==> src/rtl/isa_pkg.sv <==
package isa_pkg;

    localparam int XLEN     = 32;   // data and address width
    localparam int INST_W   = 32;   // one RV32I instruction
    localparam int OPCODE_W = 7;    // inst[6:0]

    // only the opcodes the front end cares about
    typedef enum logic [OPCODE_W-1:0] {
        op_jal  = 7'b1101111,       // unconditional jump
        op_jalr = 7'b1100111,       // indirect jump
        op_br   = 7'b1100011,       // conditional branch
        op_imm  = 7'b0010011        // alu with immediate
    } opcode_e;

endpackage : isa_pkg

==> src/rtl/frontend_pkg.sv <==
package frontend_pkg;

    import isa_pkg::*;

    localparam logic [XLEN-1:0] RESET_PC = 32'h1eceb000;   // first fetch address

    localparam int GHR_W       = 8;     // global history length
    localparam int BP_ENTRIES  = 256;   // btb and pht depth
    localparam int BP_IDX_W    = 8;     // index into both tables
    localparam int QUEUE_DEPTH = 32;    // fetch queue entries
    localparam int QUEUE_CNT_W = 6;     // holds 0 .. QUEUE_DEPTH
    localparam int QUEUE_PTR_W = 5;     // head and tail pointers

    // 2-bit saturating counter
    typedef logic [1:0] pht_ctr_t;

    localparam pht_ctr_t PHT_STRONG_NT = 2'b00;
    localparam pht_ctr_t PHT_WEAK_NT   = 2'b01;    // first not-taken write
    localparam pht_ctr_t PHT_WEAK_T    = 2'b10;    // first taken write
    localparam pht_ctr_t PHT_STRONG_T  = 2'b11;

    typedef logic [GHR_W-1:0] ghr_t;    // newest outcome in bit 0

    typedef enum logic [1:0] {
        FETCH_IDLE,     // no request outstanding
        FETCH_WAIT,     // request accepted, response expected
        FETCH_DROP      // outstanding response belongs to a squashed path
    } fetch_state_e;

    // one fetch queue entry that the back end returns on resolve
    typedef struct packed {
        logic [INST_W-1:0] inst;
        logic [XLEN-1:0]   pc;
        logic              pred_taken;
        logic [XLEN-1:0]   pred_target;   // btb target at lookup
        pht_ctr_t          pht_ctr;       // counter seen at lookup
        logic              pht_hit;
        ghr_t              ghr;           // history before this instruction
    } fetch_pkt_t;

endpackage : frontend_pkg

==> src/rtl/fetch_queue.sv <==
`timescale 1ns/1ps

module fetch_queue
    import frontend_pkg::*;
(
    input  logic       clk,
    input  logic       rst,
    input  logic       flush_i,
    input  logic       enq_valid_i,
    input  fetch_pkt_t enq_pkt_i,
    output logic       full_o,
    output logic       deq_valid_o,
    output fetch_pkt_t deq_pkt_o,
    input  logic       deq_ready_i
);

    fetch_pkt_t             mem_q [QUEUE_DEPTH];
    logic [QUEUE_PTR_W-1:0] head_q, tail_q;     // wrap naturally since depth is 2^n
    logic [QUEUE_CNT_W-1:0] count_q;
    logic                   deq_fire;

    assign full_o      = (count_q == QUEUE_CNT_W'(QUEUE_DEPTH));
    assign deq_valid_o = (count_q != '0);
    assign deq_pkt_o   = mem_q[head_q];
    assign deq_fire    = deq_valid_o && deq_ready_i;

    always_ff @(posedge clk) begin
        if (enq_valid_i) begin
            mem_q[tail_q] <= enq_pkt_i;
        end
    end

    always_ff @(posedge clk) begin
        if (rst || flush_i) begin
            head_q  <= '0;
            tail_q  <= '0;
            count_q <= '0;
        end else begin
            if (enq_valid_i) begin
                tail_q <= tail_q + 1'b1;
            end
            if (deq_fire) begin
                head_q <= head_q + 1'b1;
            end
            case ({enq_valid_i, deq_fire})
                2'b10:   count_q <= count_q + 1'b1;
                2'b01:   count_q <= count_q - 1'b1;
                default: count_q <= count_q;     // both or neither
            endcase
        end
    end

    // an enqueue while full would overwrite the oldest entry
    no_enq_when_full: assert property (
        @(posedge clk) disable iff (rst)
        enq_valid_i |-> !full_o
    );

endmodule : fetch_queue

==> config.mk <==
export PLATFORM = sky130hd
export DESIGN_NAME = fetch_queue
export DESIGN_NICKNAME = d
export VERILOG_FILES = /design/src/rtl/isa_pkg.sv /design/src/rtl/frontend_pkg.sv /design/src/rtl/fetch_queue.sv
export SDC_FILE = /design/constraint.sdc
export NUM_CORES = 2
export LEC_CHECK = 0
export ABC_CLOCK_PERIOD_IN_PS = 7800
export BUFFER_PORTS_ARGS = -buffer_cell sky130_fd_sc_hd__buf_2
export CAP_MARGIN = 20
export CORE_ASPECT_RATIO = 0.75
export CORE_MARGIN = 2
export CORE_UTILIZATION = 45
export CTS_CLUSTER_SIZE = 14
export DETAILED_ROUTE_END_ITERATION = 10
export PLACE_DENSITY = 0.58
export SLEW_MARGIN = 20
export SYNTH_ARGS = -nofsm -noshare
export SYNTH_HDL_FRONTEND = slang
export SYNTH_SLANG_ARGS = --single-unit
==> constraint.sdc <==
create_clock -name clk -period 7.8 [get_ports clk]
set_input_delay 0.39 -clock clk [delete_from_list [all_inputs] [get_ports clk]]
set_output_delay 0.39 -clock clk [all_outputs]
set_load 0.02 [all_outputs]
After elaboration in Yosys (flattened, before gate mapping). Memory sizes are Yosys's and may differ from the RTL's. A register that Yosys moved wholly into a read port is not among the register bits. Index checks and enable logic that the tools add are counted.

Register bits after elaboration: 16. Bits in latches: 0. Memory bits (writable): 3456. ROM bits: 0. Input port bits: 113. Output and inout bits: 110. Logic and storage cells: 20. Memories: 1.

$add $sub $neg: 4. Multipliers: 0. Div/mod/pow operators: 0. $lt $le $gt $ge: 0. Equal/unequal tests: 3. Shift-type cells: 0. Multiplexer cells: 5. Bitwise operators: 0. Reduce and logical (&&, ||, !) cells: 4.

Memories: mem_q (words 32, bits a word 108, read ports 1, clocked after Yosys merged registers in 1, write ports 1, line fetch_queue.sv:17) `fetch_pkt_t mem_q [QUEUE_DEPTH];`.

Operators by type and width (count): 6-bit one-hot mux with 2 select lines (1); 5-bit by 1-bit adder with 5-bit output, second input constant (2); 5-bit two-way mux (2); 6-bit by 1-bit adder with 6-bit output, second input constant (1); 6-bit == test, second input constant (1); 6-bit nonzero test (1); 6-bit by 1-bit subtractor with 6-bit output, second input constant (1); 2-bit by 1-bit == test with 1-bit output, second input constant (1); 2-bit == test, second input constant (1); 1-bit two-way mux (2); 2-bit nonzero test (1); 1-bit logical AND (1); 1-bit logical OR (1).

Depth between registers and ports, before layout.
Depth in word-level cells: 4. Depth in mapped cells: 12. Depth with buffers taken out: 10.

Least setup slack after synthesis. Ideal clock, no wire load.

Kind: reg2reg. Start: reg tail_q[4]. End: mem mem_q[16][0] (netlist name), enable pin. Library setup time: 0.576 ns. Arrival time: 5.537 ns. Required time: 7.224 ns. Setup slack: 1.686 ns. Stages on the path, launching flop included: 4. Path buffers: 1. Period minus slack after synthesis: 6.114 ns. Cells stage by stage: dfxtp_1 > clkbuf_1 > or3b_2 > nor2_1.

RTL lines: from (decl) (line fetch_queue.sv:18) `logic [QUEUE_PTR_W-1:0] head_q, tail_q;`; from (signal assigned) (line fetch_queue.sv:40) `tail_q <= tail_q + 1'b1;`; to (decl) (line fetch_queue.sv:17).

Straight into the memory's write port.

==> results.yml <==
logic_synthesis:
  yosys.cell_types.count: 47
  synth_top_flop_cell: "edfxtp_1"
  synth_area_per_cell_um2: 21.9
  synth_seq_cells: 3477
  synth_edf_count: 3456
  netlist_area_mm2: 0.131
  synthArstFlopShare_pct: 0
  synth.net_count: 6122
  yosys_warnings: 0
  syn_inst: 6001
  ys_seq_area_share_pct: 79.4
final_layout:
  drive_gt1_share_pct: 21.8
  stdcell_count: 10600
  fin_area_mm2: 0.149
  fin_nets: 6585
  syn_to_final_growth_pct: 13.3
  fillers: 22700
  final_util_pct: 51.3
drt:
  first_pass_iters: 7
  ant_nets: 0
  drc: 0
  drt_iter0_drc: 8404
  wirelength_um: 359000
  vias_per_cell: 6.17
  via_count: 65600
  wl_per_cell_um: 33.7
power:
  power.density_mw_per_mm2: 251
  p_total_mw: 37.4
  peakVddDrop_mv: 0.178
  leakagePower_nw: 44.2
clock_network:
  clk_pin_slew_ns: 0.06
  root_buffer: "clkbuf_16"
  numCtsBuffers: 344
  clk_latency_ns: 0.91
  cts.sinks: 3477
  postCtsSetupRepairBufs: 0
  ctsResizeCount: 0
  cts_max_level: 5
  cts_buffer_depth: 4
  cts-hold-fix-buffers: 94
  cts_tree: "yes"
worst_setup_path:
  endpoint_kind: "primary output"
  cp.required_ns: 7.41
  start_kind: "flop"
  worst-path-max-fanout: 53
  r2r_slack_ns: 3.87
  timing.rr.start: "count_q[1]"
  critPathKind: "reg -> out"
  cp.arrival_ns: 5.07
  worst_r2r_path_depth: 11
  r2r_end: "count_q[4]"
sta:
  drv_slew: 0
  hold_viol: 0
  tightest_slew_ns: 1.17
  fin_skew_ns: 0.0762
  max_slew_margin_pct: 21.8
  rsz0062_at_grt: "false"
  max_freq_mhz: 183
  setup-violations-final: 0
  fin_crit_ns: 5.46
  final.period_utilization_pct: 70.0
  tns_ns: 0
grt:
  grt_pass1_wl_um: 500000
  grt_max_degree: 129
  grt_pass1_vias: 64500
  gr-total-overflow: 0
  grtUsageTotal_pct: 23.9
  antenna_found_initial: 30
status:
  status: "finished, final reports clean"
placed_design:
  dpl.hpwl_um: 172000
  gp_congestion: 0.735
  port_buffers: 222
  placed_cell_area_mm2: 0.137
  dpl.cell_count: 9914
floorplanning:
  core_mm2: 0.290
  dieHeight_um: 472
  io_pins: 223
  dieArea_mm2: 0.296
  row_count: 171
  start_util_pct: 45.3
  fp.dieW_um: 628
min_path:
  hp-class: "in -> reg"
  holdPathEnd: "mem_q[23][20]"
  hp-start: "enq_pkt_i[20]"
  hold_depth: 1
flow_run:
  max_cap_viol_count: 0
-- worst max-delay path by stage --
| stage | startpoint | endpoint | slack (ns) | cells past startpoint |
|---|---|---|---|---|
| finish | flop | deq_pkt_o[35] | 2.34 | 8 |
| CTS | flop | deq_pkt_o[101] | 2.25 | 8 |
| floorplan | tail_q[4] | mem_q[16][0] | 1.69 | 3 |
| global route | flop | deq_pkt_o[101] | 2.10 | 8 |
| detailed placement | flop | deq_pkt_o[35] | 3.20 | 8 |
| global placement | flop | deq_pkt_o[101] | 3.23 | 8 |
-- power by group --
group / total, mW / switching, mW / internal, mW
Clock: 15.8 / 6.89 / 8.88
Sequential: 20.6 / 0.0185 / 20.6
Combinational: 0.974 / 0.671 / 0.304
-- cell families (layout without fill, tap and decap cells) --
| group | Yosys count | after routing | synth area share [%] |
|---|---|---|---|
| DFF | 3477 | 3477 | 79.4 |
| muxes | 1160 | 1160 | 14.3 |
| AOI/OAI and AO/OA | 601 | 601 | 3.29 |
| and+or+nand+nor | 395 | 395 | 1.60 |
| buffers and inverters | 352 | 1086 | 1.33 |
| adders and majority gates | 8 | 8 | 0.0762 |
| xor gates and xnor gates | 8 | 8 | 0.0534 |
| other | 0 | 3 | 0 |
-- per-layer routing --
metal	vias to the layer above	wire length [um]	global-route usage (%)	part of all wire, %
met4	14	7250	4.91	2.0
met5	-	84	0	0.023
met2	2898	166000	36.8	46
met3	487	28400	3.53	7.9
met1	35700	157000	36.5	44
li1	26400	-	-	-
-- placed cells by master (no fill, tap or decap), drive strengths merged, types with 7 or more instances in the layout --
master       count
edfxtp        3456
mux2i          588
mux4           572
clkbuf         428
a22oi          418
buf            371
nand3          157
clkinv         154
o22ai          140
dlygate4sd3     94
nand4           69
nor2            53
nor4            36
nand2           26
dfxtp           21
bufinv          19
a21oi           17
inv             15
or3             10
nor2b           10
ha               8
xor2             7
-- worst max-delay path: stages (launching register included) --
cell	delay [ns]
dfxtp_4	0.73
buf_4	0.48
buf_4	0.79
buf_4	0.90
mux2i_1	0.29
a22oi_1	0.10
nand3_1	0.16
nand4_1	0.35
buf_2	0.30
-- layout make-up --
type	instances	area [um^2]	area share, %
clock buffers	428	9090	6.11
flip-flops and latches	3477	104000	70.0
clock inverters	189	1420	0.953
repair buffers	465	3500	2.35
inverters	4	15.0	0.0101
diodes	3	7.51	0.00504
multi-input cells	2172	25700	17.3
well taps	3892	4870	3.27
-- per-stage QoR --
step	worst slack [ns]	hold WS, ns
floorplan	1.69	0.459
global placement	3.23	0.473
detailed placement	3.20	0.513
CTS	2.25	0.000139
global route	2.10	0.0338
finish	2.34	0.0284
-- Yosys cell counts (all sizes together) (2+ instances only) --
| master | number | share of area, % |
|---|---|---|
| and2 | 6 | 0.029 |
| or3b | 2 | 0.013 |
| nor3 | 2 | 0.0076 |
| clkbuf | 105 | 0.30 |
| or2 | 4 | 0.019 |
| a21oi | 17 | 0.065 |
| nor2 | 53 | 0.15 |
| a221oi | 5 | 0.038 |
| mux4 | 572 | 9.8 |
| and3 | 3 | 0.014 |
| dfxtp | 21 | 0.32 |
| inv | 4 | 0.011 |
| a32o | 5 | 0.038 |
| nor3b | 2 | 0.011 |
| nand2 | 26 | 0.074 |
| a31oi | 2 | 0.0095 |
| ha | 8 | 0.076 |
| nand2b | 5 | 0.024 |
| nor2b | 10 | 0.048 |
| nand3 | 157 | 0.60 |
| xor2 | 7 | 0.047 |
| mux2i | 588 | 4.5 |
| and3b | 2 | 0.013 |
| a22oi | 418 | 2.4 |
| nand3b | 6 | 0.034 |
| o22ai | 140 | 0.67 |
| or3 | 10 | 0.048 |
| buf | 243 | 1.0 |
| nand4 | 69 | 0.33 |
| edfxtp | 3456 | 79 |
| nor4 | 36 | 0.17 |
| a211o | 2 | 0.013 |
| o21ai | 6 | 0.023 |
-- flip-flops by register name, summed over array words and instances (netlist names), named ones only --
name and flops:
mem_q 3456, count_q 6, head_q 5, tail_q 5
Note: power is estimated with default switching activity, not from simulation.
