## src/rtl/isa_pkg.sv

```systemverilog
package isa_pkg;

    localparam int XLEN     = 32;   // data and address width
    localparam int INST_W   = 32;   // one RV32I instruction
    localparam int OPCODE_W = 7;    // inst[6:0]

    // only the opcodes the front end cares about
    typedef enum logic [OPCODE_W-1:0] {
        op_jal  = 7'b1101111,       // unconditional jump
        op_jalr = 7'b1100111,       // indirect jump
        op_br   = 7'b1100011,       // conditional branch
        op_imm  = 7'b0010011        // alu with immediate
    } opcode_e;

endpackage : isa_pkg

```

## src/rtl/frontend_pkg.sv

```systemverilog
package frontend_pkg;

    import isa_pkg::*;

    localparam logic [XLEN-1:0] RESET_PC = 32'h1eceb000;   // first fetch address

    localparam int GHR_W       = 8;     // global history length
    localparam int BP_ENTRIES  = 256;   // btb and pht depth
    localparam int BP_IDX_W    = 8;     // index into both tables
    localparam int QUEUE_DEPTH = 32;    // fetch queue entries
    localparam int QUEUE_CNT_W = 6;     // holds 0 .. QUEUE_DEPTH
    localparam int QUEUE_PTR_W = 5;     // head and tail pointers

    // 2-bit saturating counter
    typedef logic [1:0] pht_ctr_t;

    localparam pht_ctr_t PHT_STRONG_NT = 2'b00;
    localparam pht_ctr_t PHT_WEAK_NT   = 2'b01;    // first not-taken write
    localparam pht_ctr_t PHT_WEAK_T    = 2'b10;    // first taken write
    localparam pht_ctr_t PHT_STRONG_T  = 2'b11;

    typedef logic [GHR_W-1:0] ghr_t;    // newest outcome in bit 0

    typedef enum logic [1:0] {
        FETCH_IDLE,     // no request outstanding
        FETCH_WAIT,     // request accepted, response expected
        FETCH_DROP      // outstanding response belongs to a squashed path
    } fetch_state_e;

    // one fetch queue entry that the back end returns on resolve
    typedef struct packed {
        logic [INST_W-1:0] inst;
        logic [XLEN-1:0]   pc;
        logic              pred_taken;
        logic [XLEN-1:0]   pred_target;   // btb target at lookup
        pht_ctr_t          pht_ctr;       // counter seen at lookup
        logic              pht_hit;
        ghr_t              ghr;           // history before this instruction
    } fetch_pkt_t;

endpackage : frontend_pkg

```

## src/rtl/bp_lookup_if.sv

```systemverilog
`timescale 1ns/1ps

interface bp_lookup_if
    import isa_pkg::*, frontend_pkg::*;
();

    logic            lookup_en;     // one cycle, on request accept
    logic [XLEN-1:0] lookup_pc;
    ghr_t            lookup_ghr;

    // registered results, held until the next lookup
    logic [XLEN-1:0] btb_target;
    logic            btb_hit;
    pht_ctr_t        pht_ctr;
    logic            pht_hit;

    modport requester (
        output lookup_en, lookup_pc, lookup_ghr,
        input  btb_target, btb_hit, pht_ctr, pht_hit
    );

    modport responder (
        input  lookup_en, lookup_pc, lookup_ghr,
        output btb_target, btb_hit, pht_ctr, pht_hit
    );

endinterface : bp_lookup_if

```

## src/rtl/fetch_ctrl.sv

```systemverilog
`timescale 1ns/1ps

module fetch_ctrl
    import isa_pkg::*, frontend_pkg::*;
(
    input  logic              clk,
    input  logic              rst,
    bp_lookup_if.requester    bp,

    output logic              imem_req_valid_o,
    output logic [XLEN-1:0]   imem_req_addr_o,
    input  logic              imem_req_ready_i,
    input  logic              imem_resp_valid_i,
    input  logic [INST_W-1:0] imem_resp_inst_i,

    output logic              enq_valid_o,
    output fetch_pkt_t        enq_pkt_o,
    input  logic              queue_full_i,

    input  logic              redirect_i,
    input  logic [XLEN-1:0]   resolve_pc_i,
    input  logic              resolve_taken_i,
    input  logic [XLEN-1:0]   resolve_target_i,
    input  ghr_t              resolve_ghr_i
);

    fetch_state_e    state_q, state_d;
    logic [XLEN-1:0] pc_q, pc_d;
    ghr_t            ghr_q, ghr_d;
    logic            run_q;         // low during and right at reset
    logic            req_fire;
    logic            resp_live;
    opcode_e         resp_op;
    logic            is_branch;
    logic            pred_taken;
    logic [XLEN-1:0] redirect_pc;
    ghr_t            redirect_ghr;

    // queue cannot grow while idle, so valid holds until accepted
    assign imem_req_valid_o = run_q && (state_q == FETCH_IDLE) && !queue_full_i;
    assign imem_req_addr_o  = pc_q;
    assign req_fire         = imem_req_valid_o && imem_req_ready_i;

    assign bp.lookup_en  = req_fire;    // tables read on the accepting edge
    assign bp.lookup_pc  = pc_q;
    assign bp.lookup_ghr = ghr_q;

    assign resp_op    = opcode_e'(imem_resp_inst_i[OPCODE_W-1:0]);
    assign is_branch  = resp_op inside {op_jal, op_jalr, op_br};
    assign pred_taken = is_branch && bp.btb_hit && (!bp.pht_hit || bp.pht_ctr[1]);

    // a response racing a redirect is on the wrong path
    assign resp_live   = (state_q == FETCH_WAIT) && imem_resp_valid_i && !redirect_i;
    assign enq_valid_o = resp_live;

    always_comb begin
        enq_pkt_o.inst        = imem_resp_inst_i;
        enq_pkt_o.pc          = pc_q;           // still the requested address
        enq_pkt_o.pred_taken  = pred_taken;
        enq_pkt_o.pred_target = bp.btb_target;
        enq_pkt_o.pht_ctr     = bp.pht_ctr;
        enq_pkt_o.pht_hit     = bp.pht_hit;
        enq_pkt_o.ghr         = ghr_q;
    end

    assign redirect_pc  = resolve_taken_i ? resolve_target_i : resolve_pc_i + XLEN'(4);
    assign redirect_ghr = {resolve_ghr_i[GHR_W-2:0], resolve_taken_i};

    always_comb begin
        state_d = state_q;
        pc_d    = pc_q;
        ghr_d   = ghr_q;
        case (state_q)
            FETCH_IDLE: begin
                if (req_fire) begin
                    state_d = redirect_i ? FETCH_DROP : FETCH_WAIT;
                end
            end
            FETCH_WAIT: begin
                if (imem_resp_valid_i) begin
                    state_d = FETCH_IDLE;
                end else if (redirect_i) begin
                    state_d = FETCH_DROP;
                end
            end
            FETCH_DROP: begin
                if (imem_resp_valid_i) begin
                    state_d = FETCH_IDLE;   // stale response swallowed
                end
            end
            default: state_d = FETCH_IDLE;
        endcase

        if (resp_live) begin
            pc_d = pred_taken ? bp.btb_target : pc_q + XLEN'(4);
            if (is_branch) begin
                ghr_d = {ghr_q[GHR_W-2:0], pred_taken};
            end
        end

        // redirect wins over any prediction made this cycle
        if (redirect_i) begin
            pc_d  = redirect_pc;
            ghr_d = redirect_ghr;
        end
    end

    always_ff @(posedge clk) begin
        if (rst) begin
            state_q <= FETCH_IDLE;
            pc_q    <= RESET_PC;
            ghr_q   <= '0;
            run_q   <= 1'b0;
        end else begin
            state_q <= state_d;
            pc_q    <= pc_d;
            ghr_q   <= ghr_d;
            run_q   <= 1'b1;
        end
    end

    // memory must only answer an accepted request
    resp_only_when_pending: assert property (
        @(posedge clk) disable iff (rst)
        !(imem_resp_valid_i && state_q == FETCH_IDLE)
    );

endmodule : fetch_ctrl

```

## src/flat_wrapper.sv

```systemverilog
// flat-port wrapper written by rule: the top's interface ports become plain ports
module fetch_ctrl_flat import isa_pkg::*, frontend_pkg::*;
  (clk, rst, imem_req_valid_o, imem_req_addr_o, imem_req_ready_i, imem_resp_valid_i, imem_resp_inst_i, enq_valid_o, enq_pkt_o, queue_full_i, redirect_i, resolve_pc_i, resolve_taken_i, resolve_target_i, resolve_ghr_i, bp_lookup_en, bp_lookup_pc, bp_lookup_ghr, bp_btb_target, bp_btb_hit, bp_pht_ctr, bp_pht_hit);
  bp_lookup_if bp_i ();
  input  logic clk;
  input  logic rst;
  output logic imem_req_valid_o;
  output logic [XLEN-1:0] imem_req_addr_o;
  input  logic imem_req_ready_i;
  input  logic imem_resp_valid_i;
  input  logic [INST_W-1:0] imem_resp_inst_i;
  output logic enq_valid_o;
  output fetch_pkt_t enq_pkt_o;
  input  logic queue_full_i;
  input  logic redirect_i;
  input  logic [XLEN-1:0] resolve_pc_i;
  input  logic resolve_taken_i;
  input  logic [XLEN-1:0] resolve_target_i;
  input  ghr_t resolve_ghr_i;
  output wire logic [$bits(bp_i.lookup_en)-1:0] bp_lookup_en;
  output wire logic [$bits(bp_i.lookup_pc)-1:0] bp_lookup_pc;
  output wire logic [$bits(bp_i.lookup_ghr)-1:0] bp_lookup_ghr;
  input wire logic [$bits(bp_i.btb_target)-1:0] bp_btb_target;
  input wire logic [$bits(bp_i.btb_hit)-1:0] bp_btb_hit;
  input wire logic [$bits(bp_i.pht_ctr)-1:0] bp_pht_ctr;
  input wire logic [$bits(bp_i.pht_hit)-1:0] bp_pht_hit;
  assign bp_lookup_en = bp_i.lookup_en;
  assign bp_lookup_pc = bp_i.lookup_pc;
  assign bp_lookup_ghr = bp_i.lookup_ghr;
  assign bp_i.btb_target = bp_btb_target;
  assign bp_i.btb_hit = bp_btb_hit;
  assign bp_i.pht_ctr = bp_pht_ctr;
  assign bp_i.pht_hit = bp_pht_hit;
  fetch_ctrl u_core (.clk(clk), .rst(rst), .bp(bp_i), .imem_req_valid_o(imem_req_valid_o), .imem_req_addr_o(imem_req_addr_o), .imem_req_ready_i(imem_req_ready_i), .imem_resp_valid_i(imem_resp_valid_i), .imem_resp_inst_i(imem_resp_inst_i), .enq_valid_o(enq_valid_o), .enq_pkt_o(enq_pkt_o), .queue_full_i(queue_full_i), .redirect_i(redirect_i), .resolve_pc_i(resolve_pc_i), .resolve_taken_i(resolve_taken_i), .resolve_target_i(resolve_target_i), .resolve_ghr_i(resolve_ghr_i));
endmodule
```

## config.mk

```make
export PLATFORM = sky130hd
export DESIGN_NAME = fetch_ctrl_flat
export DESIGN_NICKNAME = d
export VERILOG_FILES = /design/src/rtl/isa_pkg.sv /design/src/rtl/frontend_pkg.sv /design/src/rtl/bp_lookup_if.sv /design/src/rtl/fetch_ctrl.sv /design/src/flat_wrapper.sv
export SDC_FILE = /design/constraint.sdc
export NUM_CORES = 1
export LEC_CHECK = 0
export BUFFER_PORTS_ARGS = -buffer_cell sky130_fd_sc_hd__buf_2
export CORE_AREA = 2 2 128 130
export CTS_CLUSTER_DIAMETER = 60
export CTS_CLUSTER_SIZE = 12
export DETAILED_ROUTE_END_ITERATION = 12
export DIE_AREA = 0 0 130 132
export GPL_TIMING_DRIVEN = 0
export PLACE_DENSITY = 0.6
export SETUP_SLACK_MARGIN = 0.02
export SYNTH_ARGS = -nofsm -noshare
export SYNTH_HDL_FRONTEND = slang
export SYNTH_SLANG_ARGS = --single-unit
```

## constraint.sdc

```tcl
create_clock -name clk -period 2.2 [get_ports clk]
set_input_delay 0 -clock clk [delete_from_list [all_inputs] [get_ports clk]]
set_output_delay 0 -clock clk [all_outputs]
set_load 0.1 [all_outputs]
```

; After elaboration in Yosys (flattened, before gate mapping)
; Cells that the tools add are included.
[word_totals]
register_bits = 43
in_bits = 147
output_inout_bits = 183
elab_cells = 45
[classes]
addsub = 2
eq_ne = 8
mux = 14
n_reduce_logical = 17
[op_table]
columns = op, n
row1 = $mux W32, 4
row2 = $add A32 B3 Y32 const B, 2
row3 = $mux W8, 3
row4 = $eq A7 B7 Y1 const B, 3
row5 = $mux W2, 5
row6 = $logic_and A1 B1 Y1, 7
row7 = $pmux W2 S3, 1
row8 = $ne A2 B2 Y1 const B, 2
row9 = $reduce_bool A2 Y1, 2
row10 = $logic_not A1 Y1, 3
row11 = $ne A3 B3 Y1 const B, 1
row12 = $reduce_and A3 Y1, 1
row13 = $reduce_bool A3 Y1, 1
row14 = $eq A2 B1 Y1 const B, 1
row15 = $eq A2 B2 Y1 const B, 1
row16 = $logic_not A2 Y1, 1
row17 = $reduce_and A2 Y1, 1
row18 = $logic_or A1 B1 Y1, 1
row19 = $mux W1, 1

; Longest topological paths before layout
; Gate-level depths: netlist (run 1).
[depth]
depth_word = 7
mapped_depth = 9
mapped_depth_nobuf = 7

; Worst setup path before layout (run 1)
; No wires, ideal clock.
[synth_timing]
path_kind = register to register
start = register u_core.state_q[1]
end = register u_core.state_q[1]
setup_ns = 0.065
arrival_ns = 4.983
required_ns = 2.135
slack_ns = -2.847
path_stages_with_launch = 7
n_path_buf = 0
period_less_slack_ns = 5.047
cell_sequence = dfxtp_1 nor4b_1 and2_1 a21oi_1 nor3_1 a21oi_1 nor2_1
[synth_between]
elab_chain_cells = 6
elab_cells_between_ends = 11
classes_between = eq/ne: 5 / mux: 1 / reduce/logical: 5
[synth_rtl]
columns = element, line_no
row1 = from (decl), fetch_ctrl.sv:27  ; fetch_state_e state_q, state_d;
row2 = from (signal assigned), fetch_ctrl.sv:115  ; state_q <= state_d;
row3 = $logic_not A2 Y1, fetch_ctrl.sv:40  ; assign imem_req_valid_o = run_q && (state_q == FETCH_IDLE) && !queue_full_i;
row4 = $logic_and A1 B1 Y1 (2 in a row), fetch_ctrl.sv:40
row5 = net imem_req_valid_o, flat_wrapper.sv:7  ; output logic imem_req_valid_o;
row6 = $logic_and A1 B1 Y1, fetch_ctrl.sv:42  ; assign req_fire = imem_req_valid_o && imem_req_ready_i;
row7 = net bp_lookup_en, flat_wrapper.sv:20  ; output wire logic [$bits(bp_i.lookup_en)-1:0] bp_lookup_en;
row8 = $ne A2 B2 Y1 (no line), -
row9 = $reduce_and A3 Y1 (no line), -
; The timed path passes the listed nets, and every way through them passes these cells.
; A chain may end at the register's enable or synchronous reset.

; Worst setup path in the final report (run 1)
[layout_timing]
start = register u_core.state_q[1]
end = output port enq_valid_o
[layout_between]
elab_chain_cells = 3
[layout_rtl]
columns = element, line_no
row1 = $eq A2 B1 Y1, fetch_ctrl.sv:53  ; assign resp_live = (state_q == FETCH_WAIT) && imem_resp_valid_i && !redirect_i;
row2 = $logic_and A1 B1 Y1 (2 in a row), fetch_ctrl.sv:53
row3 = to (decl), flat_wrapper.sv:12  ; output logic enq_valid_o;
; Every way passes these cells.

==> impl_metrics.ini, run 1 <==
[cells_and_area]
antenna_cells = 0
drive_gt1_frac = 0.556
mostFrequentLayoutCell = buf_2
final_cell_mix = buf_2 (305), buf_4 (149), nand2_1 (63), nor2_1 (37), a21oi_1 (34)
final_nets = 1110
utilization = 0.444
syn_to_final_growth_pct = 45.9
final_cell_count_no_fill = 1178
nFillCells = 1669
multi_input_area_mm2 = 0.00272
regArea_um2 = 937

[route]
dr_total_vias = 5667
routed_via_density = 4.81
wire_per_inst_um = 16.6
drc_errors = 0
drtIter0Drc = 386
wirelength_um = 19600
antenna_left = 0
dr.pass1.iters = 5

[clocking]
clock_path_buffers = 2
clkLatencyLatePin_ns = 0.29
htree_levels = 2
root_buffer = clkbuf_16
tritoncts = done
clk_pin_slew_worst_paths_ns = 0.06
cts_buffers = 5
cts.sinks = 43

[critical_path]
arrival_ns = 2.09
r2r_slack_ns = 0.11
cp-start-kind = flip-flop
path_max_fanout = 7
crit_path_end_kind = output pin
critPathRequiredTime_ns = 2.20
path_class = flip-flop to output pin

[global_routing]
antenna_found_initial = 0
grt_pass1_wl_um = 29100
grt_pass1_vias = 5174
grtUsageTotal = 0.217
grt_start_max_net_pins = 20
grt_overflow = 0

[floorplanning]
core_area_mm2 = 0.0157
die_x_um = 130
die_height_um = 132
io_pins = 330
dieArea_mm2 = 0.0172
rows = 46
initial_utilization = 0.305

[power_and_ir_drop]
p_clk_frac = 0.181
combPwrFrac = 0.595
power_density_mw_per_mm2 = 598
netSwitchingPower_w = 0.00235
seq_power_share = 0.224
vdd.ir_drop.worst_mv = 0.275
p_sw_frac = 0.563
total_power_w = 0.00418
leakage_nw = 3.44
internal_power_w = 0.00183

[status]
status = finished, final reports clean

[place]
io_buffer_count = 299
place.detailed.hpwl_um = 16200
place_inst = 1154
gp_congestion = 0.928

[synth]
synthMuxAreaShare = 0.0578
syn-cell-area_mm2 = 0.00479
synth_top_family_by_area = buffers and inverters
syn_inst = 639
synthesis.nets = 788
yosys_register_bits = 43
avgSynthCellArea_um2 = 7.49
asyncSetResetFlopFracSynth = 0
synth_edf_count = 0
ys_warn_count = 0
dominantRegCellSynth = dfxtp_1
synth_cell_type_count = 69
synth_compound_area_frac = 0.192
seq_area_frac_synth = 0.180
synth_simple_gate_area_frac = 0.244
synthAdderAreaFrac = 0.00523
synth_xor_area_frac = 0.0604

[sta]
holdWs_ns = 0.0347
period_share = 0.951
max_slew_margin = 0.520
finalHoldViolCount = 0
worstMarginPinSlew_ns = 0.721
rsz0062_at_grt = no
slew_violations = 0
period_minus_slack_ns = 2.09
setup_viol = 0
fin_skew_ns = 0.00566
final.setup.tns_ns = 0
fmax_mhz = 478

[hold_path]
hold_class = input port to flip-flop

[flow_run]
maxCapViolations = 0
[cell type report]
cell class,instances,share of cell area
Buffer,172,0.172
Clock buffer,7,0.0204
Timing Repair Buffer,316,0.237
Sequential cell,43,0.134
Multi-Input combinational cell,409,0.390
Clock inverter,1,0.000537
Inverter,14,0.00752
Tap cell,216,0.0387
[sequential cells by signal, indices dropped and copies added, names as in the netlist]
name	count
u_core.bp.lookup_ghr	8
u_core.state_q	2
u_core.bp.lookup_pc	32
u_core.run_q	1
[metal layers]
layer	GRT usage	vias to the layer above	share of wire
met1	0.294	2578	0.44
met5	0	-	0
met3	0.0280	25	0.068
met2	0.363	275	0.48
li1	-	2789	-
met4	0.0550	0	0.018
[synth_stat cells (9+ instances only)]
cell type / n / share of area
xor2_1: 15 / 0.027
o21ai_0: 26 / 0.027
dfxtp_1: 43 / 0.18
nand4_1: 11 / 0.014
nand3_1: 26 / 0.027
xnor2_1: 18 / 0.033
inv_1: 12 / 0.0094
nor2_1: 38 / 0.030
clkbuf_1: 19 / 0.015
nor3_1: 11 / 0.011
a21oi_1: 35 / 0.037
a31oi_1: 12 / 0.016
mux2_2: 17 / 0.040
and3_1: 13 / 0.017
nand2_1: 63 / 0.049
buf_4: 143 / 0.22
buf_2: 9 / 0.0094
a211oi_1: 11 / 0.017
[power by group through the flow]
stage	clock, W	sequential, W	combinational, W
detailed placement	0	0.000956	0.00246
global placement	0	0.000955	0.00246
CTS	0.000770	0.000939	0.00248
finish	0.000758	0.000935	0.00249
global route	0.000806	0.000947	0.00258
floorplan	0	0.00129	0.00167
[per-stage QoR]
stage / area [um2] / setup WS, ns
final: 6980 / 0.108
after global routing: 6980 / 0.0279
after CTS: 6920 / 0.0277
after detailed placement: 6660 / 0.0175
after global placement: 6660 / -0.0153
after floorplan: 4900 / -0.154
[critical path, stage by stage, from the launching register on]
cell,delay [ns]
dfxtp_1,0.37
and3b_1,0.23
clkbuf_1,0.20
nand2_1,0.24
inv_1,0.35
clkbuf_4,0.42
[final timing paths]
kind	cells past startpoint	to	startpoint
worst max-delay path	5	enq_valid_o	u_core.state_q[1]
worst min-delay path	3	u_core.bp.lookup_pc[15]	bp_btb_target[15]
worst max register to register	8	u_core.bp.lookup_pc[28]	u_core.bp.lookup_pc[2]
worst min register to register	2	u_core.bp.lookup_pc[14]	u_core.bp.lookup_pc[14]
[cells by family (layout without fill, tap and decap cells)]
family,Yosys count,after routing
XOR/XNOR,33,33
adder cells (fa/ha/maj),2,2
AO/OA/AOI/OAI,138,138
flip-flops,43,43
multiplexers,25,25
buffers and inverters,187,510
AND/OR/NAND/NOR,211,211
[repair_timing]
| action | 4_1_cts | 5_1_grt |
|---|---|---|
| hold endpoints to repair | 11 | 0 |
| gates resized for setup | 0 | 7 |
| pin swaps | 0 | 1 |
| buffers inserted | 0 | 6 |
| setup endpoints to repair | 1 | 10 |
| hold buffers | 11 | 0 |
| cloned | 0 | 0 |
Power figures use the tool's default switching activity.
==> inputs of run 2 (changes only) <==
--- a/config.mk
+++ b/config.mk
@@ -5,7 +5,7 @@
 export SDC_FILE = /design/constraint.sdc
 export NUM_CORES = 1
 export LEC_CHECK = 0
-export BUFFER_PORTS_ARGS = -buffer_cell sky130_fd_sc_hd__buf_2
+export BUFFER_PORTS_ARGS = -buffer_cell sky130_fd_sc_hd__buf_4
 export CORE_AREA = 2 2 128 130
 export CTS_CLUSTER_DIAMETER = 60
 export CTS_CLUSTER_SIZE = 12
==> constraint.sdc (replaced) <==
create_clock -name clk -period 2.7 [get_ports clk]
set_input_delay 0 -clock clk [delete_from_list [all_inputs] [get_ports clk]]
set_output_delay 0 -clock clk [all_outputs]
set_load 0.1 [all_outputs]
==> run 2 against run 1 <==
- critical path depth rose by 2
- global-route usage rose by 1.0 points
- wire length rose by 4.8%
- sequential cell count did not move
- final cell count fell by 0.42%
- clock power fell by 18%
- clock skew rose by 0.0025 ns
- non-clock buffer count fell by 5
- core utilization rose by 3.8 points
- sequential share of layout area fell by 2.0 points
- total power fell by 15%
- worst hold slack got worse by 0.012 ns
- highest routed layer unchanged
==> impl_metrics.ini, run 2 (synthesis results as in run 1) <==
[sta]
fmax_mhz = 434
slew_violations = 0
period_minus_slack_ns = 2.30
max_slew_margin = 0.455
rsz0062_at_grt = no
fin_skew_ns = 0.00817
finalHoldViolCount = 0
final.setup.tns_ns = 0
setup_viol = 0
period_share = 0.853
worstMarginPinSlew_ns = 0.811

[cells_and_area]
utilization = 0.482
largest_reg_flops = 32
final_cell_mix = buf_4 (442), nand2_1 (63), dfxtp_1 (40), nor2_1 (38), a21oi_1 (35)
syn_to_final_growth_pct = 58.3
nFillCells = 1628
mostFrequentLayoutCell = buf_4
final_nets = 1105
drive_gt1_frac = 0.525
antenna_cells = 0

[route]
wirelength_um = 20500
wl_met1_um = 8920
wire_per_inst_um = 17.5
dr_total_vias = 5629
drtIter0Drc = 402
met3_length_um = 1490
dr.pass1.iters = 5
antenna_left = 0
top_layer = met4
drc_errors = 0
routed_via_density = 4.80
met2_length_um = 9730

[clocking]
cts.sinks = 43
clkLatencyLatePin_ns = 0.29
cts_resized = 0
root_buffer = clkbuf_16
cts_setup_buffers = 0
cts_hold_buf = 11
clock_path_buffers = 2
tritoncts = done
cts_buffers = 5
htree_levels = 2
clk_pin_slew_worst_paths_ns = 0.07

[global_routing]
antenna_found_initial = 0
grt_pass1_vias = 5336
grt_start_max_net_pins = 15
grt_overflow = 0
grt_pass1_wl_um = 30400
grtUsageTotal = 0.228

[floorplanning]
die_x_um = 130
rows = 46
die_height_um = 132
initial_utilization = 0.305
core_area_mm2 = 0.0157
dieArea_mm2 = 0.0172
io_pins = 330

[power_and_ir_drop]
power_density_mw_per_mm2 = 470
vdd.ir_drop.worst_mv = 0.214
leakage_nw = 3.62

[hold_path]
hold_class = input port to flip-flop

[critical_path]
arrival_ns = 2.46
critPathRequiredTime_ns = 2.86
crit_path_end_kind = flip-flop
cp-start-kind = flip-flop
r2r_slack_ns = 0.40
path_class = flip-flop to flip-flop
path_max_fanout = 9

[flow_run]
maxCapViolations = 0

[place]
io_buffer_count = 299
place.detailed.hpwl_um = 16800
gp_congestion = 0.900

[status]
status = finished, final reports clean
## run 2: cell count changes in the layout (fill, tap and decap cells not counted), sizes merged
cell	delta
buf	-3
clkbuf	-4
clkinvlp	+2
## run 2: worst max-delay path: stages, from the launching register on
cell and delay (ns):
dfxtp_1 0.52, and3_1 0.22, buf_4 0.18, nand4_4 0.17, nor4_1 0.42, mux2_2 0.38, a32oi_1 0.19, o2bb2ai_1 0.09
## run 2: where the power goes
| group | internal [W] | switching, W | total [W] |
|---|---|---|---|
| Combinational | 0.000585 | 0.00159 | 0.00218 |
| Sequential | 0.000679 | 0.0000877 | 0.000766 |
| Clock | 0.000342 | 0.000277 | 0.000619 |
| Total | 0.00161 | 0.00196 | 0.00356 |
## run 2: area by class of cell
| cell class | count | area, um2 | area share |
|---|---|---|---|
| Multi-Input combinational cell | 409 | 2690 | 0.355 |
| Clock buffer | 5 | 125 | 0.0165 |
| Inverter | 14 | 52.6 | 0.00694 |
| Sequential cell | 43 | 865 | 0.114 |
| Tap cell | 216 | 270 | 0.0357 |
| Clock inverter | 3 | 20.0 | 0.00264 |
| Buffer | 173 | 1200 | 0.158 |
| Timing Repair Buffer | 310 | 2350 | 0.311 |
## run 2: final timing paths
check / startpoint / endpoint / cells after the start
max: u_core.bp.lookup_pc[9] / u_core.bp.lookup_pc[31] / 7
min reg2reg: u_core.state_q[1] / u_core.state_q[0] / 1
max reg2reg: u_core.bp.lookup_pc[9] / u_core.bp.lookup_pc[31] / 7
min: bp_btb_target[15] / u_core.bp.lookup_pc[15] / 3
## run 2: routing by layer
layer / vias up / track usage
li1: 2772 / -
met1: 2557 / 0.308
met2: 263 / 0.378
met3: 37 / 0.0325
met4: 0 / 0.0585
met5: - / 0
## run 2: stage by stage
step	worst slack [ns]	std cells	total power (W)	hold slack [ns]	instance area, um2
finish	0.398	1173	0.00356	0.0226	7580
global route	0.323	1173	0.00367	0.0395	7580
CTS	0.417	1173	0.00357	0.0242	7580
detailed placement	0.420	1154	0.00294	0.243	7320
global placement	0.467	1154	0.00294	0.245	7320
floorplan	0.0230	639	0.00241	0.116	4810
==> inputs of run 3 (changes only) <==
--- a/config.mk
+++ b/config.mk
@@ -6,13 +6,13 @@
 export NUM_CORES = 1
 export LEC_CHECK = 0
 export BUFFER_PORTS_ARGS = -buffer_cell sky130_fd_sc_hd__buf_4
-export CORE_AREA = 2 2 128 130
+export CORE_AREA = 2 2 127 129
 export CTS_CLUSTER_DIAMETER = 60
 export CTS_CLUSTER_SIZE = 12
 export DETAILED_ROUTE_END_ITERATION = 12
-export DIE_AREA = 0 0 130 132
+export DIE_AREA = 0 0 129 131
 export GPL_TIMING_DRIVEN = 0
-export PLACE_DENSITY = 0.6
+export PLACE_DENSITY = 0.61
 export SETUP_SLACK_MARGIN = 0.02
 export SYNTH_ARGS = -nofsm -noshare
 export SYNTH_HDL_FRONTEND = slang
==> run 3 against run 2 <==
- die area down 1.5%
- register-to-register slack got worse by 0.04 ns
- sequential power is essentially flat
- non-clock buffer count unchanged
- clock-buffer cell count rose by 2
- final cell count did not move
- global-route usage decreased by 0.23 points
- combinational power about the same
- maximum frequency shrank 1.6%
==> impl_metrics.ini, run 3 (synthesis results as in run 1) <==
[cells_and_area]
mostFrequentLayoutCell = buf_4
antenna_cells = 0
final_cell_count_no_fill = 1173
multi_input_area_mm2 = 0.00269
largest_reg_flops = 32
drive_gt1_frac = 0.525
regArea_um2 = 865
final_cell_mix = buf_4 (442), nand2_1 (63), dfxtp_1 (40), nor2_1 (38), a21oi_1 (35)
syn_to_final_growth_pct = 58.6
final_nets = 1105
design_area_mm2 = 0.00759
nFillCells = 1642

[sta]
setup_viol = 0
slew_violations = 0
worstMarginPinSlew_ns = 0.804
period_share = 0.866
final.setup.tns_ns = 0
setup_ws_ns = 0.362
period_minus_slack_ns = 2.34
finalHoldViolCount = 0
max_slew_margin = 0.460
fin_skew_ns = 0.00760
rsz0062_at_grt = no
fmax_mhz = 428

[place]
place_area_mm2 = 0.00732
pre_cts_slack_ns = 0.412
place.detailed.hpwl_um = 16700
place_inst = 1154
io_buffer_count = 299
gp_congestion = 0.906

[critical_path]
crit_path_end_kind = flip-flop
cp-start-kind = flip-flop
path_max_fanout = 9
arrival_ns = 2.50
path_class = flip-flop to flip-flop
critPathRequiredTime_ns = 2.86

[hold_path]
hold_class = input port to flip-flop

[route]
antenna_left = 0
wirelength_um = 20300
drtIter0Drc = 399
dr.pass1.iters = 8
drc_errors = 0
routed_via_density = 4.86
wire_per_inst_um = 17.3
dr_total_vias = 5705

[global_routing]
grt_pass1_vias = 5173
grt_start_max_net_pins = 14
grt_overflow = 0
grtUsageTotal = 0.225
antenna_found_initial = 0
grt_pass1_wl_um = 29200

[floorplanning]
rows = 46
core_area_mm2 = 0.0156
die_x_um = 129
dieArea_mm2 = 0.0169
initial_utilization = 0.307
die_height_um = 131
io_pins = 330

[power_and_ir_drop]
leakage_nw = 3.64
total_power_w = 0.00360
power_density_mw_per_mm2 = 474
vdd.ir_drop.worst_mv = 0.294

[status]
status = finished, final reports clean

[clocking]
cts_buffers = 5
root_buffer = clkbuf_16
clkLatencyLatePin_ns = 0.29
clock_path_buffers = 2
cts.sinks = 43
clk_pin_slew_worst_paths_ns = 0.07
htree_levels = 2
tritoncts = done

[flow_run]
maxCapViolations = 0
## run 3: cell count changes in the layout (fill, tap and decap cells not counted)
cell        before  now
clkinvlp_4       2    1
clkinv_2         1    0
clkbuf_8         0    2
## run 3: final cells by class
class / instances / share of cell area
Clock inverter: 1 / 0.000989
Inverter: 14 / 0.00692
Tap cell: 216 / 0.0356
Multi-Input combinational cell: 409 / 0.355
Timing Repair Buffer: 310 / 0.310
Clock buffer: 7 / 0.0201
Sequential cell: 43 / 0.114
Buffer: 173 / 0.158
## run 3: critical path, stage by stage (launching register included)
cell	delay [ns]
dfxtp_1	0.54
and3_1	0.21
buf_4	0.18
nand4_4	0.17
nor4_1	0.44
mux2_2	0.38
a32oi_1	0.19
o2bb2ai_1	0.09
## run 3: per-stage QoR
stage / hold slack (ns) / utilization
final: 0.0313 / 0.487
after global routing: 0.0411 / 0.487
after CTS: 0.0284 / 0.487
after detailed placement: 0.238 / 0.469
after global placement: 0.235 / 0.469
after floorplan: 0.116 / -
## run 3: path summary, 6_finish.rpt
kind | cells past startpoint | to | slack (ns) | from
min | 3 | u_core.bp.lookup_pc[15] | 0.03 | bp_btb_target[15]
min reg2reg | 2 | u_core.bp.lookup_pc[2] | 0.55 | u_core.bp.lookup_pc[2]
max reg2reg | 7 | u_core.bp.lookup_pc[31] | 0.36 | u_core.bp.lookup_pc[9]
max | 7 | u_core.bp.lookup_pc[31] | 0.36 | u_core.bp.lookup_pc[9]
## run 3: routing by layer
metal | share of wire | track usage | vias up
met5 | 0 | 0 | -
met4 | 0.018 | 0.0550 | 0
met3 | 0.080 | 0.0391 | 26
met2 | 0.48 | 0.381 | 265
met1 | 0.42 | 0.300 | 2637
li1 | - | - | 2777
## run 3: report_power, final
group          internal, W  leakage (nW)  switching, W
combinational     0.000585          3.20       0.00159
clock             0.000394        0.0761      0.000267
sequential        0.000679         0.356     0.0000890
total              0.00166          3.64       0.00194
## run 3: what timing repair did
action,4_1_cts,5_1_grt
hold buffers,11,0
resized for setup,0,0
hold endpoints to repair,11,0
setup endpoints to repair,0,0
buffers inserted,0,0
